File: src/source/video_pkg.sv
package video_pkg;

	// Bus and data widths
	localparam int BUS_ADDR_BITS = 24;
	localparam int WORD_BITS = 32;
	localparam int NUM_LANES = WORD_BITS / 8;

	// Memory geometry
	localparam int BANK_ADDR_BITS = 9;
	localparam int NUM_BANKS = 4;
	localparam int BANK_SEL_BITS = $clog2(NUM_BANKS);
	localparam int MEM_ADDR_BITS = BANK_ADDR_BITS + BANK_SEL_BITS;

	// Tag the bus address bits above the memory must match
	localparam int WINDOW_BASE = 0;

	// Data word for bus, memory and pixel stream
	typedef logic [WORD_BITS-1:0] word_t;

	// Byte lane enables, bit i covers byte i of the word
	typedef logic [NUM_LANES-1:0] sel_t;

	// Wishbone byte address
	typedef logic [BUS_ADDR_BITS-1:0] bus_addr_t;

	// Word address across all banks, bank index on top
	typedef logic [MEM_ADDR_BITS-1:0] mem_addr_t;

endpackage
File: src/source/wb_mem_port.sv
`timescale 1ns/1ps

module wb_mem_port #(
	parameter int BANK_ADDR_BITS = video_pkg::BANK_ADDR_BITS,
	parameter int WINDOW_BASE = video_pkg::WINDOW_BASE
) (
	input logic clk,
	input logic rst,

	input logic wb_cyc,
	input logic wb_stb,
	input logic wb_we,
	input video_pkg::bus_addr_t wb_adr,
	input video_pkg::sel_t wb_sel,
	input video_pkg::word_t wb_dat_w,
	output logic wb_ack,
	output video_pkg::word_t wb_dat_r,

	output logic bus_wr_en,
	output logic bus_rd_en,
	output video_pkg::mem_addr_t bus_addr,
	output video_pkg::sel_t bus_wmask,
	output video_pkg::word_t bus_wdata,
	input video_pkg::word_t bus_rdata
);
	import video_pkg::*;

	// Byte address layout is tag, bank, word offset, byte offset
	localparam int TAG_LSB = BANK_ADDR_BITS + BANK_SEL_BITS + 2;
	localparam bus_addr_t WINDOW_TAG = bus_addr_t'(WINDOW_BASE);

	logic accept;
	logic in_window;
	logic ack_q;
	logic rd_hit_q;
	sel_t sel_q;

	// A new access is taken only while no acknowledge is pending
	assign accept = wb_cyc && wb_stb && !ack_q;
	assign in_window = (wb_adr >> TAG_LSB) == WINDOW_TAG;

	assign bus_wr_en = accept && wb_we && in_window;
	assign bus_rd_en = accept && !wb_we && in_window;
	assign bus_addr = wb_adr[2 +: BANK_ADDR_BITS + BANK_SEL_BITS];
	assign bus_wmask = wb_sel;
	assign bus_wdata = wb_dat_w;

	always_ff @(posedge clk) begin
		if (rst) begin
			ack_q <= 1'b0;
			rd_hit_q <= 1'b0;
		end else begin
			ack_q <= accept;
			rd_hit_q <= bus_rd_en;
		end
	end

	always_ff @(posedge clk) begin
		if (accept) begin
			sel_q <= wb_sel;
		end
	end

	// Unselected lanes and out-of-window reads return zero
	always_comb begin
		for (int i = 0; i < NUM_LANES; i++) begin
			wb_dat_r[8*i +: 8] = (rd_hit_q && sel_q[i]) ? bus_rdata[8*i +: 8] : 8'h00;
		end
	end

	assign wb_ack = ack_q;

endmodule

File: config.mk
export PLATFORM = sky130hd
export DESIGN_NAME = wb_mem_port
export DESIGN_NICKNAME = d
export VERILOG_FILES = /design/src/source/video_pkg.sv /design/src/source/wb_mem_port.sv
export SDC_FILE = /design/constraint.sdc
export NUM_CORES = 1
export LEC_CHECK = 0
export BUFFER_PORTS_ARGS = -buffer_cell sky130_fd_sc_hd__buf_2
export CAP_MARGIN = 10
export CORE_AREA = 2 2 69 71
export DETAILED_ROUTE_END_ITERATION = 8
export DIE_AREA = 0 0 71 73
export PLACE_DENSITY_LB_ADDON = 0.2
export REMOVE_ABC_BUFFERS = 1
export SYNTH_ARGS = -nofsm -noshare
export SYNTH_HDL_FRONTEND = slang
export SYNTH_SLANG_ARGS = --single-unit
File: constraint.sdc
create_clock -name clk -period 1.42 [get_ports clk]
set_input_delay 0.284 -clock clk [delete_from_list [all_inputs] [get_ports clk]]
set_output_delay 0.284 -clock clk [all_outputs]
set_load 0.02 [all_outputs]
==> results.toml <==
[run_status]
outcome = "finished with violations"
violated_checks = "negative setup slack"

[route]
post_drt_wl_per_cell_um = 26.16
route.detailed.vias_per_inst = 4.438
detail_route.drc_violations = 0
drt_pre_antenna_iters = 3
detail_route.wirelength_mm = 5.259
drtIter0Drc = 11
number_of_nets_with_antenna_violations_after_detailed_routing = 0
dr_total_vias = 892

[global_route]
grt_remaining_overflow = 0
antenna_found_initial = 0
gr-usage-all-layers_pct = 18.76
grt_start_max_net_pins = 33
via_count_of_the_first_global_routing_pass = 723
grt_pass1_wl_mm = 6.327

[sta]
setup-tns-final_ns = -0.09824
report.final.hold_viol_count = 0
post-route-period-util_pct = 103.7
clock-skew-final_ns = 0.003093
setup_slack_ns = -0.05291
timing.final.setup_violations = 2
rsz0062_at_grt = "true"
fmax_mhz = 678.9
maxSlewHeadroom_pct = 84.55
final_max_slew_viol_count = 0
holdWs_ns = 0.2547
shortest_period_the_worst_path_allows_ns = 1.473
worst-slew-pin-transition_ns = 0.2298

[yosys]
synth-seq-area-share_pct = 19.69
area_of_the_mapped_netlist_um2 = 813.3
number_of_warnings_issued_by_yosys = 0
synth_cell_types = 15
ys_seq_elements = 6
postSynthCellCount = 99
avgSynthCellArea_um2 = 8.215

[worst_setup_path]
crit_path_end_kind = "primary output"
ff2ff_path_depth = 3
timing.critical_path.from_type = "input pin"
reg2reg_to = "sel_q[2]$_DFFE_PP_"
r2r_slack_ns = 0.22
worstReg2RegStart = "wb_ack$_SDFF_PP0_"
crit_path_max_fanout = 2
timing.critical_path.arrival_ns = 1.19
required_ns = 1.14
worstSetupPathType = "in -> out"

[place]
gpl.final_weighted_congestion = 0.8229
hpwlAfterDp_mm = 4.791
dp_cells = 196
io_buffers = 90

[clock_network]
cts-buffers-inserted = 3
cts_tree = "yes"
insertion_delay_ns = 0.22
cts.htree.levels = 1
cts.sinks = 6
clk_path_buf_depth = 2
clock_tree.root_cell = "clkbuf_8"
clkTransAtPathRegs_ns = 0.04
cts_hold_repair.buffers = 0

[layout]
most-common-layout-cells = "buf_2 (86), and3_1 (32), buf_4 (5)"
final_core_occ_pct = 24.58
final-instance-count-excl-fill = 201
drive_above_1_share_pct = 71.43
seqCellArea_um2 = 160.2
layout_commonest_cell = "buf_2"
nets = 246
insertedDiodeCount = 0
fillCellCount = 502
multi_input_gate_area_in_the_final_layout_um2 = 320.3
area_growth_pct = 37.08

[power_and_ir_drop]
cellLeakagePower_nw = 0.7512
power.density_nw_per_um2 = 510.0
vdd_ir_drop_max_mv = 0.3335

[floorplanning]
io-pin-count = 179
die_height_um = 73
initial_core_util_pct = 17.93
placeableCoreArea_um2 = 4536
rows = 25
dieArea_um2 = 5183
floorplan.die.width_um = 71

[run]
maxCapViolCount = 0

[worst_hold_path]
hold_path.startpoint = "wb_sel[0]"
whs_endpoint = "sel_q[0]$_DFFE_PP_"
hold_path.class = "in -> reg"
worstHoldPathCells = 1
worst max-delay path by stage:
stage                           end       start  cells past startpoint  slack, ns
after floorplan           bus_wr_en  wb_adr[22]                      2      -0.12
after global placement    bus_wr_en  wb_adr[22]                      4      -0.07
after detailed placement  bus_wr_en  wb_adr[22]                      4      -0.08
after CTS                 bus_rd_en  wb_adr[23]                      4      -0.09
after global routing      bus_rd_en  wb_adr[22]                      4       -0.1
final                     bus_rd_en  wb_adr[22]                      4      -0.05
cells in the mapped netlist:
master | instances | share of area (%)
buf_4 | 47 | 43
clkbuf_1 | 3 | 1.4
nor4_4 | 1 | 2.6
and3_1 | 32 | 25
inv_1 | 1 | 0.46
nor2_1 | 1 | 0.46
nor3_2 | 1 | 1.2
nand2_1 | 1 | 0.46
or4_4 | 1 | 1.4
nor3_1 | 1 | 0.61
nor4_1 | 2 | 1.5
nand3b_1 | 1 | 0.92
edfxtp_1 | 4 | 15
dfxtp_1 | 2 | 4.9
or4b_1 | 1 | 1.2
where the power goes:
| group | switching (mW) | internal (mW) | total, mW |
|---|---|---|---|
| Combinational | 0.0458 | 0.0659 | 0.112 |
| Clock | 0.0726 | 0.182 | 0.255 |
| Sequential | 0.00725 | 0.195 | 0.202 |
| Total | 0.126 | 0.443 | 0.569 |
metrics by stage:
step	total power, mW	cell area, µm²	setup WS [ns]
floorplan	0.2139	449.2	-0.1236
global placement	0.3004	1002	-0.07275
detailed placement	0.3032	1002	-0.08354
CTS	0.5739	1074	-0.08559
global route	0.6004	1115	-0.09613
finish	0.5685	1115	-0.05291
final cells by class:
type / instances / share of cell area, %
flip-flops and latches: 6 / 14.37
well taps: 54 / 6.061
multi-input cells: 42 / 28.73
repair buffers: 95 / 46.80
inverters: 1 / 0.3367
clock buffers: 3 / 3.704
sequential cells by signal (all words and copies together) (netlist names):
| name | flops |
|---|---|
| rd_hit_q | 1 |
| sel_q | 4 |
| wb_ack | 1 |
repair_timing:
item | in CTS | in global routing
setup buffers | 2 | 0
setup endpoints to repair | 2 | 2
gates resized for setup | 3 | 8
pin swaps | 2 | 3
gates cloned | 0 | 0
logic make-up after synthesis:
group | share of synthesized area [%]
AND/OR/NAND/NOR | 35.08
buffers and inverters | 45.23
flip-flops | 19.69
routing by layer:
metal  global-route usage [%]  share of wire (%)
met1                    8.410                 16
met2                    34.37                 53
met3                    28.31                 31
met4                    1.887              0.038
met5                    4.040               0.49
critical path, stage by stage:
cell and delay, ns:
buf_6 0.09, or4_4 0.54, nor3_4 0.13, buf_6 0.14
Power figures use the tool's default switching activity.
