$ cat src/source/video_pkg.sv
package video_pkg;

	// Bus and data widths
	localparam int BUS_ADDR_BITS = 24;
	localparam int WORD_BITS = 32;
	localparam int NUM_LANES = WORD_BITS / 8;

	// Memory geometry
	localparam int BANK_ADDR_BITS = 9;
	localparam int NUM_BANKS = 4;
	localparam int BANK_SEL_BITS = $clog2(NUM_BANKS);
	localparam int MEM_ADDR_BITS = BANK_ADDR_BITS + BANK_SEL_BITS;

	// Tag the bus address bits above the memory must match
	localparam int WINDOW_BASE = 0;

	// Data word for bus, memory and pixel stream
	typedef logic [WORD_BITS-1:0] word_t;

	// Byte lane enables, bit i covers byte i of the word
	typedef logic [NUM_LANES-1:0] sel_t;

	// Wishbone byte address
	typedef logic [BUS_ADDR_BITS-1:0] bus_addr_t;

	// Word address across all banks, bank index on top
	typedef logic [MEM_ADDR_BITS-1:0] mem_addr_t;

endpackage
$ cat src/source/scanout.sv
`timescale 1ns/1ps

module scanout #(
	parameter int LINE_WORDS = 32,
	parameter int LINE_COUNT = 64
) (
	input logic clk,
	input logic rst,

	input logic scan_enable,
	input logic pixel_ready,

	output video_pkg::mem_addr_t vid_addr,
	input video_pkg::word_t vid_rdata,

	output video_pkg::word_t pixel_data,
	output logic pixel_valid,
	output logic line_start,
	output logic frame_start
);
	import video_pkg::*;

	localparam int FRAME_WORDS = LINE_WORDS * LINE_COUNT;
	localparam int COL_BITS = $clog2(LINE_WORDS);

	typedef logic [COL_BITS-1:0] col_t;

	localparam mem_addr_t LAST_ADDR = mem_addr_t'(FRAME_WORDS - 1);
	localparam col_t LAST_COL = col_t'(LINE_WORDS - 1);

	logic advance;
	logic stage_valid_q;
	logic stage_valid_d;
	mem_addr_t addr_q;
	mem_addr_t addr_d;
	col_t col_q;
	col_t col_d;

	// Output register empty or handing its word over this cycle
	assign advance = !pixel_valid || pixel_ready;

	// The memory reads the next stage address, so a stalled stage keeps its data
	always_comb begin
		stage_valid_d = stage_valid_q;
		addr_d = addr_q;
		col_d = col_q;
		if (advance) begin
			stage_valid_d = scan_enable;
			if (!stage_valid_q) begin
				// Idle stage always restarts at the top of the frame
				addr_d = '0;
				col_d = '0;
			end else begin
				addr_d = (addr_q == LAST_ADDR) ? '0 : addr_q + 1'b1;
				col_d = (col_q == LAST_COL) ? '0 : col_q + 1'b1;
			end
		end
	end

	assign vid_addr = addr_d;

	always_ff @(posedge clk) begin
		if (rst) begin
			stage_valid_q <= 1'b0;
			addr_q <= '0;
			col_q <= '0;
			pixel_valid <= 1'b0;
			line_start <= 1'b0;
			frame_start <= 1'b0;
		end else begin
			stage_valid_q <= stage_valid_d;
			addr_q <= addr_d;
			col_q <= col_d;
			if (advance) begin
				pixel_valid <= stage_valid_q;
				line_start <= stage_valid_q && (col_q == '0);
				frame_start <= stage_valid_q && (addr_q == '0);
			end
		end
	end

	always_ff @(posedge clk) begin
		if (advance && stage_valid_q) begin
			pixel_data <= vid_rdata;
		end
	end

endmodule

$ cat config.mk
export PLATFORM = sky130hd
export DESIGN_NAME = scanout
export DESIGN_NICKNAME = d
export VERILOG_FILES = /design/src/source/video_pkg.sv /design/src/source/scanout.sv
export SDC_FILE = /design/constraint.sdc
export NUM_CORES = 1
export LEC_CHECK = 0
export ABC_AREA = 1
export ABC_CLOCK_PERIOD_IN_PS = 2950
export BUFFER_PORTS_ARGS = -buffer_cell sky130_fd_sc_hd__buf_2
export CORE_ASPECT_RATIO = 1.1
export CORE_MARGIN = 10
export CORE_UTILIZATION = 50
export CTS_BUF_LIST = sky130_fd_sc_hd__clkbuf_8 sky130_fd_sc_hd__clkbuf_16
export DETAILED_ROUTE_END_ITERATION = 6
export PLACE_DENSITY = 0.9
export SKIP_CTS_REPAIR_TIMING = 1
export SYNTH_ARGS = -nofsm -noshare
export SYNTH_HDL_FRONTEND = slang
export SYNTH_SLANG_ARGS = --single-unit
$ cat constraint.sdc
create_clock -name clk -period 2.95 [get_ports clk]
set_input_delay 0.59 -clock clk [delete_from_list [all_inputs] [get_ports clk]]
set_output_delay 0.59 -clock clk [all_outputs]
set_load 0.02 [all_outputs]
==> flow_metrics.tcl, run 1 <==
set metrics [dict create \
    status "complete, no violations" \
    max_slew.worst_pin.slew_ps 356 \
    first_pass_iters 4 \
    core_mm2 0.00399 \
    yosys_register_bits 52 \
    cts_buffers 5 \
    overflow 0 \
    hpwl_mm 3.99 \
    fillers 307 \
    hp-class "input pin to flip-flop" \
    totalNegativeSetupSlack_ps 0 \
    vias_per_cell 4.87 \
    hold_viol_final 0 \
    syn_area_per_cell_um2 10.3 \
    wire_per_inst_um 14.5 \
    postSynthCellCount 204 \
    nNetsFinal 331 \
    grt_pass1_vias 1620 \
    drive_gt1_share_pct 35.7 \
    combPwrFrac_pct 9.6 \
    power_density_mw_per_mm2 504 \
    port_buffers 81 \
    initial_core_util_pct 52.4 \
    peakVddDrop_uv 249 \
    timing.fmax_ghz 0.421 \
    max_slew_margin_pct 76.2 \
    cts.sinks 52 \
    syn-num-nets 245 \
    rsz0062_at_grt "no" \
    grtUsageTotal_pct 14.0 \
    ctsHtreeMaxLevel 2 \
    final_cells 343 \
    detail-route-antenna-nets 0 \
    switching_share_pct 24.0 \
    crit_type "flip-flop to output port" \
    clkPwrFrac_pct 29.4 \
    rows 24 \
    root_buffer "clkbuf_8" \
    globalplace.congestion 0.835 \
    vias 1672 \
    start_kind "flip-flop" \
    fin_crit_ps 2370 \
    grt_max_degree 28 \
    p_seq_share_pct 61.0 \
    grt_pass1_wl_mm 7.73 \
    end_kind "output port" \
    crit_top_cell "nand2_2" \
    drv_slew 0 \
    cts_tree "built" \
    die-area_mm2 0.00718 \
    yosys_warnings 0 \
    slowest_delay_ps 400 \
    cap_violations 0 \
    die_w_um 81.7 \
    required_ps 2360 \
    period_share_pct 80.5 \
    cts.clk_slew.worst_paths_ps 90 \
    path_cells "ha_1 > nand2_2 > nor2_4 > nand2_2 > o21ai_1 > nand2_1 > a21oi_2 > buf_2" \
    antenna_cells 0 \
    finClkSkew_ps 8.62 \
    grt_antenna_before_repair 0 \
    die_y_um 87.9 \
    p_int_mw 1.01 \
    drtIter0Drc 58 \
    setup_slack_ps 576 \
    drc 0 \
    area_growth_pct 26.4 \
    critPathSlowestCell "dfxtp_1" \
    cp_max_fo 5 \
    dp.cells 335 \
    clk_latency_ps 310 \
    num_io_pins 82 \
    clock_path_buffers 2 \
    p_leak_nw 1.20 \
    finalSetupViolCount 0 \
    arrival_ps 1780 \
    syn_area_mm2 0.00209 \
    routed_wl_mm 4.99 \
    yosysSeqAreaShare_pct 65.0 \
    dp_slack_ps 621 \
    synth.distinct_cells 26 \
    switchingPower_mw 0.321 \
]
## layer usage
layer / GRT usage (%) / share of wire [%] / vias to the layer above
li1: - / - / 841
met1: 16.7 / 40 / 746
met2: 22.1 / 45 / 78
met3: 6.25 / 14 / 7
met4: 4.95 / 1.4 / 0
met5: 0 / 0 / -
## stage by stage
| step | utilization [%] | instance area, um^2 | power, mW | hold slack, ps |
|---|---|---|---|---|
| after floorplan | - | 2090 | 0.900 | 444 |
| after global placement | 64.1 | 2560 | 0.955 | 450 |
| after global routing | 66.3 | 2650 | 1.40 | 434 |
| after CTS | 66.3 | 2650 | 1.35 | 444 |
| after detailed placement | 64.1 | 2560 | 0.961 | 456 |
| final | 66.3 | 2650 | 1.33 | 453 |
## cells by family (layout without fill, tap and decap cells)
kind of cell | count (synthesis) | after routing | share of synthesized area, %
buffers and inverters | 27 | 114 | 5.14
DFF | 52 | 52 | 65.0
adders and majority gates | 5 | 5 | 2.99
AOI/OAI and AO/OA | 26 | 26 | 6.57
and+or+nand+nor | 92 | 92 | 19.5
xor gates and xnor gates | 2 | 2 | 0.836
## power by group through the flow
stage	logic (mW)	registers, mW	clock network [mW]
2_1_floorplan	0.0372	0.862	0
3_3_place_gp	0.126	0.829	0
3_5_place_dp	0.130	0.830	0
4_1_cts	0.130	0.814	0.405
5_1_grt	0.141	0.817	0.440
6_report	0.127	0.813	0.392
## synthesized netlist by cell type
cell      count  area (um^2)
o21ai_0       3         15.0
nand3_2       1         10.0
nor4_1        1         6.26
clkinv_1      1         3.75
ha_1          5         62.6
inv_1        20         75.1
clkbuf_1      2         7.51
nand3_1       8         40.0
dfxtp_1      20          400
nand4_1       4         25.0
a21oi_1      18         90.1
nand2_2       3         18.8
nand2_1      57          214
clkinv_2      1         5.00
o21ai_1       3         15.0
xor2_1        2         17.5
nor2_1       12         45.0
buf_2         1         5.00
nor2_4        1         11.3
buf_4         1         7.51
a21oi_2       2         17.5
nand3b_1      1         7.51
inv_2         1         3.75
edfxtp_1     32          961
nand2_4       1         11.3
nor2_2        3         18.8
## layout by cell type (no fill, tap or decap)
master	count
clkinv_2	3
nand2_1	57
buf_2	81
o21ai_0	3
nand3b_1	1
nand4_1	4
a21oi_1	18
nand2_4	1
nand3_2	1
nor2_2	3
xor2_1	2
nand2_2	3
nor2_4	1
dfxtp_1	20
edfxtp_1	32
nor2_1	12
nand3_1	8
a21oi_2	2
o21ai_1	3
clkinv_1	1
inv_2	1
clkinv_4	1
inv_1	20
buf_4	2
nor4_1	1
ha_1	5
clkbuf_8	5
## state kept, by name (all words and copies together), names as in the netlist
register       count
addr_q            11
pixel_data        32
stage_valid_q      1
line_start         1
frame_start        1
col_q              5
pixel_valid        1
## layout make-up
type	instances	area [um^2]	area share, %
Timing Repair Buffer	83	420	15.9
Multi-Input combinational cell	125	626	23.6
Tap cell	52	65.1	2.46
Clock inverter	3	18.8	0.709
Inverter	23	87.6	3.31
Clock buffer	5	68.8	2.60
Sequential cell	52	1360	51.4
## worst max-delay path, delay by kind of cell (launching register included)
kind | cells | cell delay, ps
compound gates | 2 | 260
buf+inv | 1 | 180
simple gates | 4 | 420
fa+ha+maj | 1 | 220
flops | 1 | 400
## worst paths after layout
| path | from | to | slack, ps | depth (start not counted) |
|---|---|---|---|---|
| setup / recovery | addr_q[1] | vid_addr[8] | 580 | 8 |
| hold reg to reg | col_q[3] | col_q[3] | 470 | 2 |
| setup reg to reg | pixel_valid | pixel_data[13] | 1500 | 4 |
| hold / removal | vid_rdata[9] | pixel_data[9] | 450 | 1 |
Note: power is estimated with default switching activity, not from simulation.
==> inputs of run 2 (changes only) <==
Settings changed: ABC_AREA 1 to 0, ABC_CLOCK_PERIOD_IN_PS 2950 to 1980, CORE_UTILIZATION 50 to 43, PLACE_DENSITY 0.9 to 0.83.
Clock period 2.95 ns to 1.98 ns, I/O delays scaled along.
==> flow_metrics.tcl, run 2 <==
set metrics [dict create \
    core_mm2 0.00472 \
    reg2reg_slack_ps 170 \
    cts_buffers 5 \
    largest_register_ff_count 32 \
    grt_max_degree 29 \
    nNetsFinal 317 \
    yosys.area.top_type "edfxtp_1" \
    max_slew_margin_pct 72.0 \
    grtUsageTotal_pct 12.7 \
    placed_cell_area_mm2 0.00270 \
    cts.clk_slew.worst_paths_ps 90 \
    yosysSeqAreaShare_pct 64.3 \
    initial_core_util_pct 44.9 \
    finClkSkew_ps 9.45 \
    rows 26 \
    drc 0 \
    cp_max_fo 5 \
    grt_pass1_vias 1761 \
    wire_per_inst_um 17.0 \
    reg_top3 "pixel_data: 32 flops, addr_q: 11 flops, col_q: 5 flops" \
    cap_violations 0 \
    num_io_pins 82 \
    r2r_cells 6 \
    yosys_register_bits 52 \
    syn_area_mm2 0.00212 \
    grt_pass1_wl_mm 8.38 \
    synthTopCellsByCount "edfxtp_1 (32), nand2_1 (21), dfxtp_1 (20)" \
    dp.cells 321 \
    root_buffer "clkbuf_8" \
    min_to "pixel_data[17]" \
    synthArstFlopShare_pct 0 \
    synth_edf_count 32 \
    drv_slew 0 \
    finalSetupViolCount 10 \
    fillers 366 \
    drive_gt1_share_pct 54.2 \
    routed_wl_mm 5.65 \
    path_cells "buf_4 > nand3_1 > or3_2 > nand4_1 > nand2_1 > buf_2" \
    reg2reg_to "col_q[3]" \
    period_share_pct 109 \
    rsz0062_at_grt "yes" \
    detail-route-antenna-nets 0 \
    vias_per_cell 5.38 \
    overflow 0 \
    synthFlopType "edfxtp_1" \
    p_leak_nw 1.29 \
    first_pass_iters 4 \
    end_kind "output port" \
    cts_tree "built" \
    die-area_mm2 0.00813 \
    clock_path_buffers 2 \
    area_growth_pct 43.9 \
    clk_latency_ps 310 \
    required_ps 1580 \
    drtIter0Drc 80 \
    stdcell_area_mm2 0.00305 \
    antenna_cells 0 \
    cts.sinks 52 \
    regMostFlops "pixel_data" \
    peakVddDrop_uv 354 \
    die_w_um 86.9 \
    min_from "vid_rdata[17]" \
    crit_type "flip-flop to output port" \
    power_density_mw_per_mm2 695 \
    ctsHtreeMaxLevel 2 \
    arrival_ps 1770 \
    final_cells 333 \
    r2r-start "col_q[0]" \
    slowest_delay_ps 440 \
    hold_depth 1 \
    grt_antenna_before_repair 0 \
    globalplace.congestion 0.870 \
    violations "negative setup slack" \
    critPathSlowestCell "or3_2" \
    hpwl_mm 4.05 \
    fin_crit_ps 2160 \
    hold_viol_final 0 \
    timing.fmax_ghz 0.463 \
    start_kind "flip-flop" \
    vias 1793 \
    layout_common_cells "buf_2 (73), edfxtp_1 (32), buf_4 (21)" \
    yosysMostFrequentCell "edfxtp_1" \
    status "finished with violations" \
    max_slew.worst_pin.slew_ps 420 \
    synth_area_leaders "edfxtp_1 (45%), dfxtp_1 (19%), nand2_1 (3.7%)" \
    synth.distinct_cells 40 \
    die_y_um 93.6 \
    utilization_pct 64.6 \
    setup_slack_ps -182 \
    synth_top_area_share_pct 45.4 \
    postSynthCellCount 175 \
    syn_area_per_cell_um2 12.1 \
    hp-class "input pin to flip-flop" \
    multi_input_area_um2 863 \
    final-seq-area_mm2 0.00137 \
    syn-num-nets 216 \
    yosys_warnings 0 \
    port_buffers 81 \
    layout_commonest_cell "buf_2" \
]
[run 2: logic make-up after synthesis]
| family | share of synthesized area (%) |
|---|---|
| AOI/OAI and AO/OA | 10.6 |
| muxes | 0.532 |
| DFF | 64.3 |
| and+or+nand+nor | 18.7 |
| adders and majority gates | 2.96 |
| buffers and inverters | 2.90 |
[run 2: cell type report]
type                       instances  area share (%)
clock inverter                     3            1.40
multi-input combinational        111            28.3
clock buffer                       5            2.26
sequential                        52            45.1
tap                               56            2.30
inverter                           4           0.493
timing repair buffer             102            20.1
[run 2: stage by stage]
step / power (mW) / setup TNS [ps] / hold slack [ps] / worst slack (ps)
2_1_floorplan: 1.33 / 0 / 450 / 5.17
3_3_place_gp: 1.42 / 0 / 439 / 102
3_5_place_dp: 1.42 / 0 / 443 / 53.6
4_1_cts: 2.13 / -2470 / 252 / -289
5_1_grt: 2.20 / -1540 / 247 / -271
6_report: 2.12 / -817 / 256 / -182
[run 2: how the worst max path moves through the flow]
stage / endpoint / slack (ps) / from / depth (start not counted)
after global routing: vid_addr[9] / -270 / addr_q[0] / 6
final: vid_addr[9] / -180 / addr_q[0] / 6
after floorplan: vid_addr[3] / 5 / pixel_ready / 5
after global placement: vid_addr[5] / 100 / addr_q[5] / 5
after detailed placement: vid_addr[5] / 50 / addr_q[0] / 6
after CTS: vid_addr[5] / -290 / addr_q[0] / 6
[run 2: power breakdown]
part           internal (mW)  leakage [nW]  switching, mW
sequential              1.19         0.465         0.0107
combinational         0.0731         0.771          0.125
clock                  0.374        0.0558          0.342
[run 2: worst max-delay path: cells and delay by family, from the launching register on]
kind,cells,cell delay (ps)
and+or+nand+nor,4,800
buffers and inverters,2,300
DFF,1,360
[run 2: metal layers]
layer | wire (um) | share of wire (%) | vias to the layer above | global-route usage [%]
li1 | - | - | 870 | -
met1 | 2440 | 43 | 837 | 15.1
met2 | 2610 | 46 | 76 | 20.8
met3 | 516 | 9.1 | 10 | 5.03
met4 | 95 | 1.7 | 0 | 3.38
met5 | 0 | 0 | - | 0
==> inputs of run 3 (changes only) <==
Settings changed: REMOVE_ABC_BUFFERS from default to 1.
==> flow_metrics.tcl, run 3 (synthesized netlist as in run 2, its figures left out) <==
set metrics [dict create \
    status "finished with violations" \
    violations "negative setup slack" \
    grt_pass1_vias 1637 \
    crit_type "flip-flop to output port" \
    timing.fmax_ghz 0.473 \
    slowest_delay_ps 400 \
    grt_pass1_wl_mm 8.51 \
    r2r_cells 6 \
    r2r-start "col_q[0]" \
    first_pass_iters 4 \
    die_y_um 93.6 \
    routed_wl_mm 5.93 \
    reg_top3 "pixel_data: 32 flops, addr_q: 11 flops, col_q: 5 flops" \
    final_cells 329 \
    grt_antenna_before_repair 0 \
    switching_share_pct 23.9 \
    cts.sinks 52 \
    finClkSkew_ps 6.72 \
    cp_max_fo 6 \
    die_w_um 86.9 \
    die-area_mm2 0.00813 \
    core_mm2 0.00472 \
    reg2reg_to "col_q[3]" \
    finalPower_mw 1.98 \
    grt_max_degree 28 \
    reg2reg_slack_ps 170 \
    clock_path_buffers 2 \
    start_kind "flip-flop" \
    globalplace.congestion 0.885 \
    required_ps 1580 \
    max_slew.worst_pin.slew_ps 412 \
    crit_cells 7 \
    finalSetupViolCount 11 \
    critPathSlowestCell "dfxtp_4" \
    antenna_cells 0 \
    grtUsageTotal_pct 13.0 \
    switchingPower_mw 0.473 \
    cts_buffers 5 \
    path_cells "ha_4 > nand3_2 > buf_4 > o21ai_0 > nand2_1 > a22o_2 > buf_6" \
    hp-class "input pin to flip-flop" \
    fillers 354 \
    cts.clk_slew.worst_paths_ps 90 \
    end_kind "output port" \
    period_share_pct 107 \
    initial_core_util_pct 44.9 \
    detail-route-antenna-nets 0 \
    overflow 0 \
    max_slew_margin_pct 72.5 \
    cts_tree "built" \
    clk_latency_ps 300 \
    p_seq_share_pct 60.6 \
    hpwl_mm 4.32 \
    setup_slack_ps -135 \
    largest_register_ff_count 32 \
    cp_top_family "flip-flops" \
    hold_viol_final 0 \
    startpoint "addr_q[0]" \
    vias_per_cell 5.52 \
    hold_depth 1 \
    crit_buf_inv 2 \
    drc 0 \
    drtIter0Drc 129 \
    power_density_mw_per_mm2 675 \
    area_growth_pct 38.6 \
    ctsHtreeMaxLevel 2 \
    regMostFlops "pixel_data" \
    wire_per_inst_um 18.0 \
    cap_violations 0 \
    layout_common_cells "buf_2 (75), edfxtp_1 (32), nand2_1 (20)" \
    worstSetupEndpoint "vid_addr[8]" \
    num_io_pins 82 \
    drive_gt1_share_pct 50.2 \
    rsz0062_at_grt "yes" \
    clkPwrFrac_pct 29.4 \
    peakVddDrop_uv 262 \
    root_buffer "clkbuf_8" \
    layout_commonest_cell "buf_2" \
    rows 26 \
    drv_slew 0 \
    vias 1817 \
    dp.cells 316 \
    fin_crit_ps 2120 \
    arrival_ps 1720 \
    p_int_mw 1.51 \
    p_leak_nw 1.25 \
    nNetsFinal 313 \
    combPwrFrac_pct 10.0 \
    port_buffers 81 \
]
## run 3: cell types whose count changed in the layout (fill, tap and decap cells not counted), moves of 2 or more
cell     before  now
buf_6         8    5
nand2_1      18   20
a31oi_2       5    2
a31oi_1       0    3
nand2_2       3    1
dfxtp_4       1    4
buf_4        21   18
nand3_4       2    0
dfxtp_2       7    4
buf_2        73   75
## run 3: worst register-to-register path: stages, from the launching register on
cell and delay (ps):
dfxtp_1 350, ha_1 230, and3_1 180, ha_1 170, nand2b_1 200, or4_1 480
a21oi_1 130
## run 3: final cells by class
type | instances | area, um^2 | share of cell area, %
Sequential cell | 52 | 1380 | 47.1
Multi-Input combinational cell | 111 | 812 | 27.7
Timing Repair Buffer | 98 | 567 | 19.3
Tap cell | 56 | 70.1 | 2.39
Clock buffer | 5 | 68.8 | 2.35
Clock inverter | 3 | 20.0 | 0.682
Inverter | 4 | 15.0 | 0.512
## run 3: per-stage QoR
step / util, % / cell area, um^2 / hold slack (ps) / setup WS (ps) / TNS, ps
after floorplan: - / 2070 / 444 / -899 / -13870
after global placement: 56.0 / 2640 / 438 / -12.4 / -12.4
after detailed placement: 56.0 / 2640 / 448 / -65.6 / -157
after CTS: 57.9 / 2730 / 267 / -398 / -3370
after global routing: 62.2 / 2930 / 254 / -262 / -1780
final: 62.2 / 2930 / 272 / -135 / -775
## run 3: worst min-delay path by stage
stage | startpoint | slack (ps) | end
after detailed placement | frame_start | 450 | frame_start
final | vid_rdata[30] | 270 | pixel_data[30]
after floorplan | col_q[4] | 440 | col_q[4]
after CTS | vid_rdata[22] | 270 | pixel_data[22]
after global placement | frame_start | 440 | frame_start
after global routing | vid_rdata[22] | 250 | pixel_data[22]
## run 3: routing by layer
metal | vias up | wire, um | global-route usage, %
met5 | - | 0 | 0
met3 | 7 | 686 | 5.47
li1 | 858 | - | -
met1 | 850 | 2370 | 15.3
met4 | 0 | 65 | 4.05
met2 | 102 | 2820 | 21.0
## run 3: power groups by stage
stage | sequential, mW | clock [mW] | combinational (mW)
after global placement | 1.23 | 0 | 0.189
after global routing | 1.21 | 0.644 | 0.214
final | 1.20 | 0.581 | 0.198
after CTS | 1.20 | 0.598 | 0.196
after detailed placement | 1.23 | 0 | 0.195
after floorplan | 1.28 | 0 | 0.0465
